### src/mipsPkg.sv
package mipsPkg;

    typedef logic [31:0] word_t;
    typedef logic [4:0]  regAddr_t;

    typedef enum logic [3:0] {
        aluAdd,
        aluSub,
        aluAnd,
        aluOr,
        aluSlt,
        aluLui
    } aluOp_t;

    // Primary opcodes
    localparam logic [5:0] opRType = 6'h00;
    localparam logic [5:0] opBeq   = 6'h04;
    localparam logic [5:0] opAddiu = 6'h09;
    localparam logic [5:0] opOri   = 6'h0d;
    localparam logic [5:0] opLui   = 6'h0f;

    // Function field of R-type
    localparam logic [5:0] fnAddu = 6'h21;
    localparam logic [5:0] fnSubu = 6'h23;
    localparam logic [5:0] fnAnd  = 6'h24;
    localparam logic [5:0] fnOr   = 6'h25;
    localparam logic [5:0] fnSlt  = 6'h2a;

    typedef struct packed {
        logic [5:0] opcode;
        regAddr_t   rs;
        regAddr_t   rt;
        regAddr_t   rd;
        logic [4:0] shamt;
        logic [5:0] funct;
    } rFields;

    typedef struct packed {
        logic [5:0]  opcode;
        regAddr_t    rs;
        regAddr_t    rt;
        logic [15:0] imm16;
    } iFields;

    typedef union packed {
        rFields r;
        iFields i;
    } instrWord;

    localparam word_t resetVector = 32'hbfc00000;
    localparam word_t bubbleInstr = 32'h0000_0000; // SLL r0 form that never writes

    // Stage register payloads
    localparam int dRegWidth = $bits(word_t) + $bits(instrWord);
    localparam int eRegWidth = 4 * $bits(word_t) + 3 * $bits(regAddr_t) + $bits(aluOp_t) + 3;
    localparam int wRegWidth = $bits(word_t) + $bits(regAddr_t) + 1;

endpackage

### src/stageReg.sv
module stageReg #(
    parameter int width = 32
) (
    input  logic             clk,
    input  logic             resetn,
    input  logic             stall,
    input  logic             flush,
    input  logic [width-1:0] dIn,
    output logic [width-1:0] dOut
);

    // All-zero contents are a bubble in every stage
    always_ff @(posedge clk) begin
        if (!resetn) begin
            dOut <= '0;
        end else if (flush && !stall) begin
            dOut <= '0;
        end else if (!stall) begin
            dOut <= dIn;
        end
    end

endmodule

### src/fetchStage.sv
module fetchStage import mipsPkg::*; (
    input  logic  clk,
    input  logic  resetn,
    input  logic  stallF,
    input  logic  branchTaken,
    input  word_t branchTarget,
    output word_t pc,
    output word_t pcPlus4
);

    word_t pcReg;

    assign pc      = pcReg;
    assign pcPlus4 = pcReg + 32'd4;

    always_ff @(posedge clk) begin
        if (!resetn) begin
            pcReg <= resetVector;
        end else if (branchTaken) begin
            pcReg <= branchTarget;  // Redirect wins over a fetch stall
        end else if (!stallF) begin
            pcReg <= pcPlus4;
        end
    end

endmodule

### src/regFile.sv
module regFile import mipsPkg::*; (
    input  logic     clk,
    input  logic     resetn,
    input  regAddr_t rs,
    input  regAddr_t rt,
    output word_t    rsData,
    output word_t    rtData,
    input  logic     we,
    input  regAddr_t wAddr,
    input  word_t    wData
);

    word_t regs [31:1];  // r0 is not stored

    function automatic word_t readPort(regAddr_t addr);
        word_t val;
        if (addr == '0) begin
            val = '0;
        end else if (we && addr == wAddr) begin
            val = wData;  // Write-through
        end else begin
            val = regs[addr];
        end
        return val;
    endfunction

    always_ff @(posedge clk) begin
        if (!resetn) begin
            for (int i = 1; i < 32; i++) begin
                regs[i] <= '0;
            end
        end else if (we && wAddr != '0) begin
            regs[wAddr] <= wData;
        end
    end

    assign rsData = readPort(rs);
    assign rtData = readPort(rt);

endmodule

### src/decodeStage.sv
module decodeStage import mipsPkg::*; (
    input  instrWord instr,
    input  word_t    pcPlus4,
    output word_t    pcPlus4Out,
    output regAddr_t rs,
    output regAddr_t rt,
    input  word_t    rsData,
    input  word_t    rtData,
    output word_t    opA,
    output word_t    opB,
    output word_t    imm,
    output logic     useImm,
    output aluOp_t   aluOp,
    output regAddr_t dest,
    output logic     regWrite,
    output logic     isBranch
);

    word_t immSext;
    word_t immZext;

    assign immSext = {{16{instr.i.imm16[15]}}, instr.i.imm16};
    assign immZext = {16'h0000, instr.i.imm16};

    assign opA        = rsData;
    assign opB        = rtData;
    assign pcPlus4Out = pcPlus4;  // Carried on for the branch target

    always_comb begin
        rs       = instr.i.rs;
        rt       = instr.i.rt;
        dest     = instr.i.rt;
        imm      = immSext;
        useImm   = 1'b0;
        aluOp    = aluAdd;
        regWrite = 1'b0;
        isBranch = 1'b0;

        case (instr.r.opcode)
            opRType: begin
                dest     = instr.r.rd;
                regWrite = 1'b1;
                case (instr.r.funct)
                    fnAddu:  aluOp = aluAdd;
                    fnSubu:  aluOp = aluSub;
                    fnAnd:   aluOp = aluAnd;
                    fnOr:    aluOp = aluOr;
                    fnSlt:   aluOp = aluSlt;
                    default: regWrite = 1'b0;  // Includes the bubble
                endcase
            end
            opAddiu: begin
                useImm   = 1'b1;
                regWrite = 1'b1;
            end
            opOri: begin
                imm      = immZext;
                useImm   = 1'b1;
                aluOp    = aluOr;
                regWrite = 1'b1;
            end
            opLui: begin
                imm      = immZext;
                useImm   = 1'b1;
                aluOp    = aluLui;
                regWrite = 1'b1;
            end
            opBeq: begin
                isBranch = 1'b1;
                aluOp    = aluSub;
            end
            default: ;
        endcase

        // r0 writes are dropped here so nothing downstream sees them
        if (dest == '0) begin
            regWrite = 1'b0;
        end
    end

endmodule

### src/execStage.sv
module execStage import mipsPkg::*; (
    input  word_t  opA,
    input  word_t  opB,
    input  word_t  imm,
    input  word_t  pcPlus4,
    input  logic   useImm,
    input  logic   isBranch,
    input  aluOp_t aluOp,
    input  logic   forwardA,
    input  logic   forwardB,
    input  word_t  fwdData,
    output word_t  result,
    output logic   branchTaken,
    output word_t  branchTarget
);

    word_t srcA;
    word_t regB;
    word_t srcB;

    assign srcA = forwardA ? fwdData : opA;
    assign regB = forwardB ? fwdData : opB;
    assign srcB = useImm ? imm : regB;

    always_comb begin
        case (aluOp)
            aluAdd:  result = srcA + srcB;
            aluSub:  result = srcA - srcB;
            aluAnd:  result = srcA & srcB;
            aluOr:   result = srcA | srcB;
            aluSlt:  result = {31'b0, $signed(srcA) < $signed(srcB)};
            aluLui:  result = imm << 16;
            default: result = '0;
        endcase
    end

    // Compare uses the forwarded register values
    assign branchTaken  = isBranch && (srcA == regB);
    assign branchTarget = pcPlus4 + (imm << 2);

endmodule

### src/hazardUnit.sv
module hazardUnit import mipsPkg::*; (
    input  regAddr_t eRs,
    input  regAddr_t eRt,
    input  regAddr_t wDest,
    input  logic     wWrite,
    input  logic     instrValid,
    input  logic     branchTaken,
    output logic     forwardA,
    output logic     forwardB,
    output logic     stallF,
    output logic     flushD,
    output logic     flushE
);

    logic wLive;

    assign wLive = wWrite && (wDest != '0);

    // Only W forwards since older results are already in the register file
    assign forwardA = wLive && (wDest == eRs);
    assign forwardB = wLive && (wDest == eRt);

    assign stallF = !instrValid && !branchTaken;
    assign flushD = !instrValid || branchTaken;  // Missing fetch becomes a bubble
    assign flushE = branchTaken;

endmodule

### src/mipsCore.sv
module mipsCore import mipsPkg::*; (
    input  logic     clk,
    input  logic     resetn,
    output word_t    pc,
    input  word_t    instr,
    input  logic     instrValid,
    output logic     wbEn,
    output regAddr_t wbAddr,
    output word_t    wbData
);

    // Fetch
    word_t fPcPlus4;

    // Decode
    word_t    dPcPlus4, dPcPlus4Out;
    instrWord dInstr;
    regAddr_t dRs, dRt, dDest;
    word_t    dRsData, dRtData, dOpA, dOpB, dImm;
    logic     dUseImm, dRegWrite, dIsBranch;
    aluOp_t   dAluOp;

    // Execute
    word_t      eOpA, eOpB, eImm, ePcPlus4, eResult;
    regAddr_t   eRs, eRt, eDest;
    logic [3:0] eAluOpBits;
    logic       eUseImm, eRegWrite, eIsBranch;

    // Writeback
    word_t    wResult;
    regAddr_t wDest;
    logic     wRegWrite;

    // Control
    logic  branchTaken, forwardA, forwardB, stallF, flushD, flushE;
    word_t branchTarget;

    logic [dRegWidth-1:0] dIn, dOut;
    logic [eRegWidth-1:0] eIn, eOut;
    logic [wRegWidth-1:0] wIn, wOut;

    fetchStage i_fetchStage (
        .clk(clk), .resetn(resetn),
        .stallF(stallF), .branchTaken(branchTaken), .branchTarget(branchTarget),
        .pc(pc), .pcPlus4(fPcPlus4)
    );

    assign dIn = {fPcPlus4, instr};

    stageReg #(.width(dRegWidth)) i_dReg (
        .clk(clk), .resetn(resetn), .stall(1'b0), .flush(flushD), .dIn(dIn), .dOut(dOut)
    );

    assign {dPcPlus4, dInstr} = dOut;

    decodeStage i_decodeStage (
        .instr(dInstr), .pcPlus4(dPcPlus4), .pcPlus4Out(dPcPlus4Out),
        .rs(dRs), .rt(dRt), .rsData(dRsData), .rtData(dRtData),
        .opA(dOpA), .opB(dOpB), .imm(dImm), .useImm(dUseImm), .aluOp(dAluOp),
        .dest(dDest), .regWrite(dRegWrite), .isBranch(dIsBranch)
    );

    regFile i_regFile (
        .clk(clk), .resetn(resetn),
        .rs(dRs), .rt(dRt), .rsData(dRsData), .rtData(dRtData),
        .we(wRegWrite), .wAddr(wDest), .wData(wResult)
    );

    assign eIn = {dOpA, dOpB, dImm, dPcPlus4Out, dRs, dRt, dDest, dAluOp,
                  dUseImm, dRegWrite, dIsBranch};

    stageReg #(.width(eRegWidth)) i_eReg (
        .clk(clk), .resetn(resetn), .stall(1'b0), .flush(flushE), .dIn(eIn), .dOut(eOut)
    );

    assign {eOpA, eOpB, eImm, ePcPlus4, eRs, eRt, eDest, eAluOpBits,
            eUseImm, eRegWrite, eIsBranch} = eOut;

    execStage i_execStage (
        .opA(eOpA), .opB(eOpB), .imm(eImm), .pcPlus4(ePcPlus4),
        .useImm(eUseImm), .isBranch(eIsBranch), .aluOp(aluOp_t'(eAluOpBits)),
        .forwardA(forwardA), .forwardB(forwardB), .fwdData(wResult),
        .result(eResult), .branchTaken(branchTaken), .branchTarget(branchTarget)
    );

    assign wIn = {eResult, eDest, eRegWrite};

    stageReg #(.width(wRegWidth)) i_wReg (
        .clk(clk), .resetn(resetn), .stall(1'b0), .flush(1'b0), .dIn(wIn), .dOut(wOut)
    );

    assign {wResult, wDest, wRegWrite} = wOut;

    hazardUnit i_hazardUnit (
        .eRs(eRs), .eRt(eRt), .wDest(wDest), .wWrite(wRegWrite),
        .instrValid(instrValid), .branchTaken(branchTaken),
        .forwardA(forwardA), .forwardB(forwardB),
        .stallF(stallF), .flushD(flushD), .flushE(flushE)
    );

    assign wbEn   = wRegWrite;  // r0 already filtered in decode
    assign wbAddr = wDest;
    assign wbData = wResult;

endmodule

### config.mk
export PLATFORM = sky130hd
export DESIGN_NAME = mipsCore
export DESIGN_NICKNAME = d
export VERILOG_FILES = /design/src/mipsPkg.sv /design/src/stageReg.sv /design/src/fetchStage.sv /design/src/regFile.sv /design/src/decodeStage.sv /design/src/execStage.sv /design/src/hazardUnit.sv /design/src/mipsCore.sv
export SDC_FILE = /design/constraint.sdc
export NUM_CORES = 2
export LEC_CHECK = 0
export BUFFER_PORTS_ARGS = -buffer_cell sky130_fd_sc_hd__buf_2
export CAP_MARGIN = 20
export CELL_PAD_IN_SITES_DETAIL_PLACEMENT = 0
export CELL_PAD_IN_SITES_GLOBAL_PLACEMENT = 1
export CORE_ASPECT_RATIO = 0.75
export CORE_MARGIN = 1
export CORE_UTILIZATION = 58
export DETAILED_ROUTE_END_ITERATION = 8
export PLACE_DENSITY_LB_ADDON = 0.1
export SETUP_SLACK_MARGIN = 0.05
export SLEW_MARGIN = 25
export SYNTH_ARGS = -nofsm -noshare
export SYNTH_HDL_FRONTEND = slang
export SYNTH_SLANG_ARGS = --single-unit
### constraint.sdc
create_clock -name clk -period 9.5 [get_ports clk]
set_input_delay 0.95 -clock clk [delete_from_list [all_inputs] [get_ports clk]]
set_output_delay 0.95 -clock clk [all_outputs]
set_load 0.05 [all_outputs]
# Word-level counts from Yosys, hierarchy flattened
# Memories as Yosys holds them, arrays and structs flattened. A register that Yosys moved wholly into a read port is not among the register bits.
# Index checks and enable logic that the tools add are counted.
dict set report word_totals {
  regBits 205
  ram_bits 992
  input_bits 35
  output_inout_bits 70
  word_cells 76
  memories 1
}
dict set report classes {
  n_addsub 4
  n_lt_le_gt_ge 1
  eq_ne 18
  mux 20
  n_bitwise 3
  reduce_logical 23
}
# memory words word_bits read_ports rd_ports_with_merged_regs wr line
set mem_list {}
lappend mem_list {i_regFile.regs 31 32 2 2 31 regFile.sv:13} ;# word_t regs [31:1];
# cell count
set ops {}
lappend ops {{32-bit 2-to-1 mux} 6}
lappend ops {{32-bit one-hot mux with 6 select lines} 1}
lappend ops {{32-bit adder} 2}
lappend ops {{32-bit by 3-bit adder with 32-bit output (second input constant)} 1}
lappend ops {{32-bit bitwise AND} 1}
lappend ops {{32-bit equality test} 1}
lappend ops {{32-bit less-than comparator} 1}
lappend ops {{32-bit bitwise OR} 1}
lappend ops {{32-bit OR reduction} 1}
lappend ops {{32-bit subtractor} 1}
lappend ops {{6-bit equality test (second input constant)} 5}
lappend ops {{6-bit by 4-bit equality test with 1-bit output (second input constant)} 3}
lappend ops {{4-bit one-hot mux with 4 select lines} 1}
lappend ops {{5-bit logical NOT} 3}
lappend ops {{3-bit one-hot mux with 4 select lines} 1}
lappend ops {{3-bit OR reduction} 4}
lappend ops {{5-bit equality test} 2}
lappend ops {{5-bit 2-to-1 mux} 2}
lappend ops {{4-bit by 2-bit equality test with 1-bit output (second input constant)} 2}
lappend ops {{4-bit by 3-bit equality test with 1-bit output (second input constant)} 2}
lappend ops {{1-bit 2-to-1 mux} 8}
lappend ops {{6-bit by 3-bit equality test with 1-bit output (second input constant)} 1}
lappend ops {{6-bit logical NOT} 1}
lappend ops {{1-bit logical AND} 5}
lappend ops {{other kinds (11)} 13}

# Logic depth before layout (Yosys ltp)
dict set report depth {
  ltp_word 10
  ltp_mapped 23
  mapped_depth_nobuf 18
}

# Modules after synthesis
# Synthesis repeated with hierarchy kept, for this count alone.
dict set report hier_totals {
  hier_cells 6439
  area_unflattened_um2 76179.3
}
# mod instances cells_each area_each_um2 seq_area_each_um2
set modules_own_cells {}
lappend modules_own_cells {regFile 1 3742 54681.2 30749.5}
lappend modules_own_cells {execStage 1 1065 7497.2 0.0}
lappend modules_own_cells {{stageReg (i_eReg)} 1 667 5839.4 3002.9}
lappend modules_own_cells {{stageReg (i_dReg)} 1 285 2581.2 1281.2}
lappend modules_own_cells {fetchStage 1 314 2422.3 640.6}
lappend modules_own_cells {{stageReg (i_wReg)} 1 169 1697.9 760.7}
lappend modules_own_cells {decodeStage 1 177 1315.0 0.0}
lappend modules_own_cells {hazardUnit 1 19 141.4 0.0}
lappend modules_own_cells {mipsCore 1 1 3.8 0.0}

# Worst setup path after synthesis
# No wires, ideal clock.
dict set report synth_timing {
  kind {reg-to-reg}
  from {reg i_wReg.dOut[3]}
  to {reg i_wReg.dOut[36]}
  arrival_time_ns 5.625
  required_ns 9.384
  path_slack_ns 3.758
  path_stages_with_launch 23
  synth_period_minus_slack_ns 5.742
  path_cell_list {dfxtp_1 clkbuf_1 or3_1 buf_2 o31a_1 nand3_1 buf_2 buf_2 buf_2 clkbuf_1 a21boi_0 o21ai_0 fa_1 o21ba_2 nor4_1 o31ai_1 a31oi_1 or4b_2 a31oi_1 o21ai_0 a221oi_1 xor2_1 a41o_1}
}
dict set report synth_between {
  elab_chain_len 7
  word_cells_on_any_way 14
  classes_between {2 x add/sub; 2 x eq/ne; 4 x mux; 2 x bitwise; 4 x reduce/logical}
}
# item line
set synth_rtl {}
lappend synth_rtl {{start, declared} stageReg.sv:9} ;# output logic [width-1:0] dOut
lappend synth_rtl {{start signal, assigned} stageReg.sv:19} ;# dOut <= dIn;
lappend synth_rtl {{5-bit nonzero test} hazardUnit.sv:17} ;# assign wLive = wWrite && (wDest != '0);
lappend synth_rtl {{1-bit logical AND} hazardUnit.sv:17}
lappend synth_rtl {{1-bit logical AND} hazardUnit.sv:21} ;# assign forwardB = wLive && (wDest == eRt);
lappend synth_rtl {{32-bit 2-to-1 mux} execStage.sv:22} ;# assign regB = forwardB ? fwdData : opB;
lappend synth_rtl {{32-bit 2-to-1 mux} execStage.sv:23} ;# assign srcB = useImm ? imm : regB;
lappend synth_rtl {{32-bit subtractor (tied with other cells)} execStage.sv:28} ;# aluSub: result = srcA - srcB;
lappend synth_rtl {{32-bit one-hot mux with 6 select lines (*)} execStage.sv:26} ;# case (aluOp)
# Mark *: on every way between the ends. The rest lies on a longest branch, timed or not.
# A chain may end at the register's enable or synchronous reset.

# Worst setup path after layout
# Ends and elaborated chain as after synthesis.

==> flow_summary.toml <==
[power]
ir_worst_vdd_mv = 0.205
finalPower_mw = 13.2
power.leakage_nw = 27.7
power_density_nw_per_um2 = 170

[synthesis]
ys_ff_latch = 1292
synth_area_um2 = 71300
yosys_warnings = 0
syn_inst = 5434
syn_avg_cell_area_um2 = 13.1
synth_edf_count = 1024
synth.distinct_cells = 81
yosysTopAreaCellShare = 0.431
async_reset_ff_frac = 0
ys_top_cells_by_area = "edfxtp_1 (43%), mux4_2 (20%), dfxtp_1 (7.5%)"
ys_seq_area_frac = 0.506
synth_largest_area_cell = "edfxtp_1"
yosys_most_used_dff = "edfxtp_1"

[sta]
fin_setup_tns_ns = 0
fin_skew_ns = 0.0356
worst_pin_slew_ns = 1.11
hold_viol = 0
fmax_mhz = 149
slew_headroom = 0.255
maxSlewViolCount = 0
min_period_ns = 6.72
rsz0062_at_grt = "false"
fin_crit_sh = 0.707
timing.hold.ws_ns = 0.423
finalSetupViolCount = 0

[clock_tree]
holdBufCountCts = 0
h-tree-depth = 4
post_cts_resized = 0
cts_made_buffers = 133
clock_sinks = 1292
postCtsSetupBuffers = 0
clock_latency_ns = 0.78
root_buffer = "clkbuf_16"
clk_pin_slew_ns = 0.06
cts_tree = "done"
clock_path_buffers = 3

[die]
io_pins = 105
die-height_um = 306
die-area_um2 = 124000
die-width_um = 407
initial_core_util = 0.584
coreArea_um2 = 122000
rows = 111

[cells_and_area]
drive_gt1_frac = 0.219
final_nets = 5466
syn2layout_area_growth_pct = 9.14
layout_commonest_cell = "edfxtp_1"
final_cell_count_no_fill = 7032
nFillCells = 9060
layout_common_cells = "edfxtp_1 (1024), and2_1 (753), mux4_2 (641)"
regArea_um2 = 36100
multiInputGateArea_um2 = 33400

[placement]
placed_cells = 6787
dp_hpwl_um = 143000
io_buffers = 104
gp_congestion = 0.959

[critical_path]
worstPathRequired_ns = 10.17
crit_type = "register to register"
crit_fanout = 31
critPathLaunchType = "register"
cp_cell_sequence = "or3_1 -> buf_4 -> o31a_1 -> buf_4 -> nand3_2 -> mux2i_1 -> o21ai_0 -> ha_1 -> fa_1 -> o21ba_2 -> nor4_1 -> o31ai_1 -> a31oi_1 -> or4b_2 -> a31oi_1 -> o21ai_0 -> a221oi_1 -> xor2_1 -> a41o_1"
crit_path_max_incr_delay_ns = 0.73
cp_slowest_cell = "or4b_2"
critPathArrivalTime_ns = 7.38
critPathCaptureType = "register"
r2r_setup_slack_ns = 2.78

[grt]
antenna_found_initial = 12
grt_max_degree = 115
grt_first_pass_wirelength_um = 333000
grt_overflow = 0
grt_usage = 0.376
grt_pass1_vias = 46800

[drt]
drc = 0
first_pass_iters = 8
vias = 48500
post_drt_wl_per_cell_um = 32.8
drt-total-wl_um = 231000
ant_nets = 0
routed_via_density = 6.90
drtIter0Drc = 7564

[hold_path]
holdCritPathClass = "primary input to register"

[outcome]
outcome = "finished, final reports clean"

[flow_run]
cap_violations = 0
[per-layer routing]
layer  wire length (µm)  vias up  global-route usage
met1              94700    24700               0.573
li1                   -    20300                   -
met2              99200     3147               0.527
met3              29400      408              0.0956
met4               7560        6               0.120
met5                 42        -                   0
[registers in the layout, summed over array words and instances (netlist names)]
signal / cells
i_dReg.dOut: 64
i_eReg.dOut: 134
i_regFile.regs: 1024
i_wReg.dOut: 38
i_fetchStage.pc: 32
[synth_stat cells (19+ instances only)]
library cell,count
edfxtp_1,1024
nand2b_1,23
buf_1,63
nand2_1,175
and2_1,754
mux4_2,641
mux2i_1,101
inv_1,124
and3_1,134
dfxtp_1,268
a31oi_1,27
nor4_1,21
nor3_1,276
nand4_1,35
clkbuf_1,456
ha_1,142
nand3_1,42
a21o_1,25
buf_2,31
xnor2_1,96
a21oi_1,135
o21ai_0,129
a211oi_1,97
nor2_1,262
o21bai_1,19
xor2_1,62
[logic make-up after synthesis]
kind of cell / synth area share
muxes: 0.218
DFF: 0.506
xor gates and xnor gates: 0.0194
adders and majority gates: 0.0257
AOI/OAI and AO/OA: 0.0560
and+or+nand+nor: 0.138
buffers and inverters: 0.0366
other: 0.0000526
[worst max-delay path, delay by kind of cell, from the launching register on]
kind | cells | cell delay, ns
multiplexers | 1 | 0.23
buffers and inverters | 2 | 0.70
AND/OR/NAND/NOR | 4 | 1.53
XOR/XNOR | 1 | 0.12
adder cells (fa/ha/maj) | 2 | 0.50
flip-flops | 1 | 0.72
AO/OA/AOI/OAI | 9 | 2.82
[report_power, final]
group          switching, mW  internal (mW)
clock network           2.25           2.90
registers              0.164           6.29
logic                   1.04          0.594
[cell type report]
type / count / area share
clock inverters: 54 / 0.00488
multi-input cells: 3491 / 0.428
diodes: 7 / 0.000225
flip-flops and latches: 1292 / 0.464
clock buffers: 182 / 0.0487
inverters: 129 / 0.00622
well taps: 1638 / 0.0263
repair buffers: 239 / 0.0209
[path summary, 6_finish.rpt]
| path | from | cells past startpoint | to |
|---|---|---|---|
| worst max register to register | i_wReg.dOut[3] | 19 | i_wReg.dOut[36] |
| worst min-delay path | instr[30] | 2 | i_dReg.dOut[30] |
| worst min register to register | i_eReg.dOut[10] | 1 | i_wReg.dOut[4] |
| worst max-delay path | i_wReg.dOut[3] | 19 | i_wReg.dOut[36] |
[through the flow]
stage / utilization / area [µm²] / worst slack (ns)
floorplan: - / 71500 / 3.76
finish: 0.638 / 77900 / 2.78
global route: 0.638 / 77800 / 2.49
CTS: 0.637 / 77800 / 3.06
global placement: 0.603 / 73600 / 3.11
detailed placement: 0.603 / 73600 / 3.09
No activity file was read; power rests on OpenSTA's default activity.
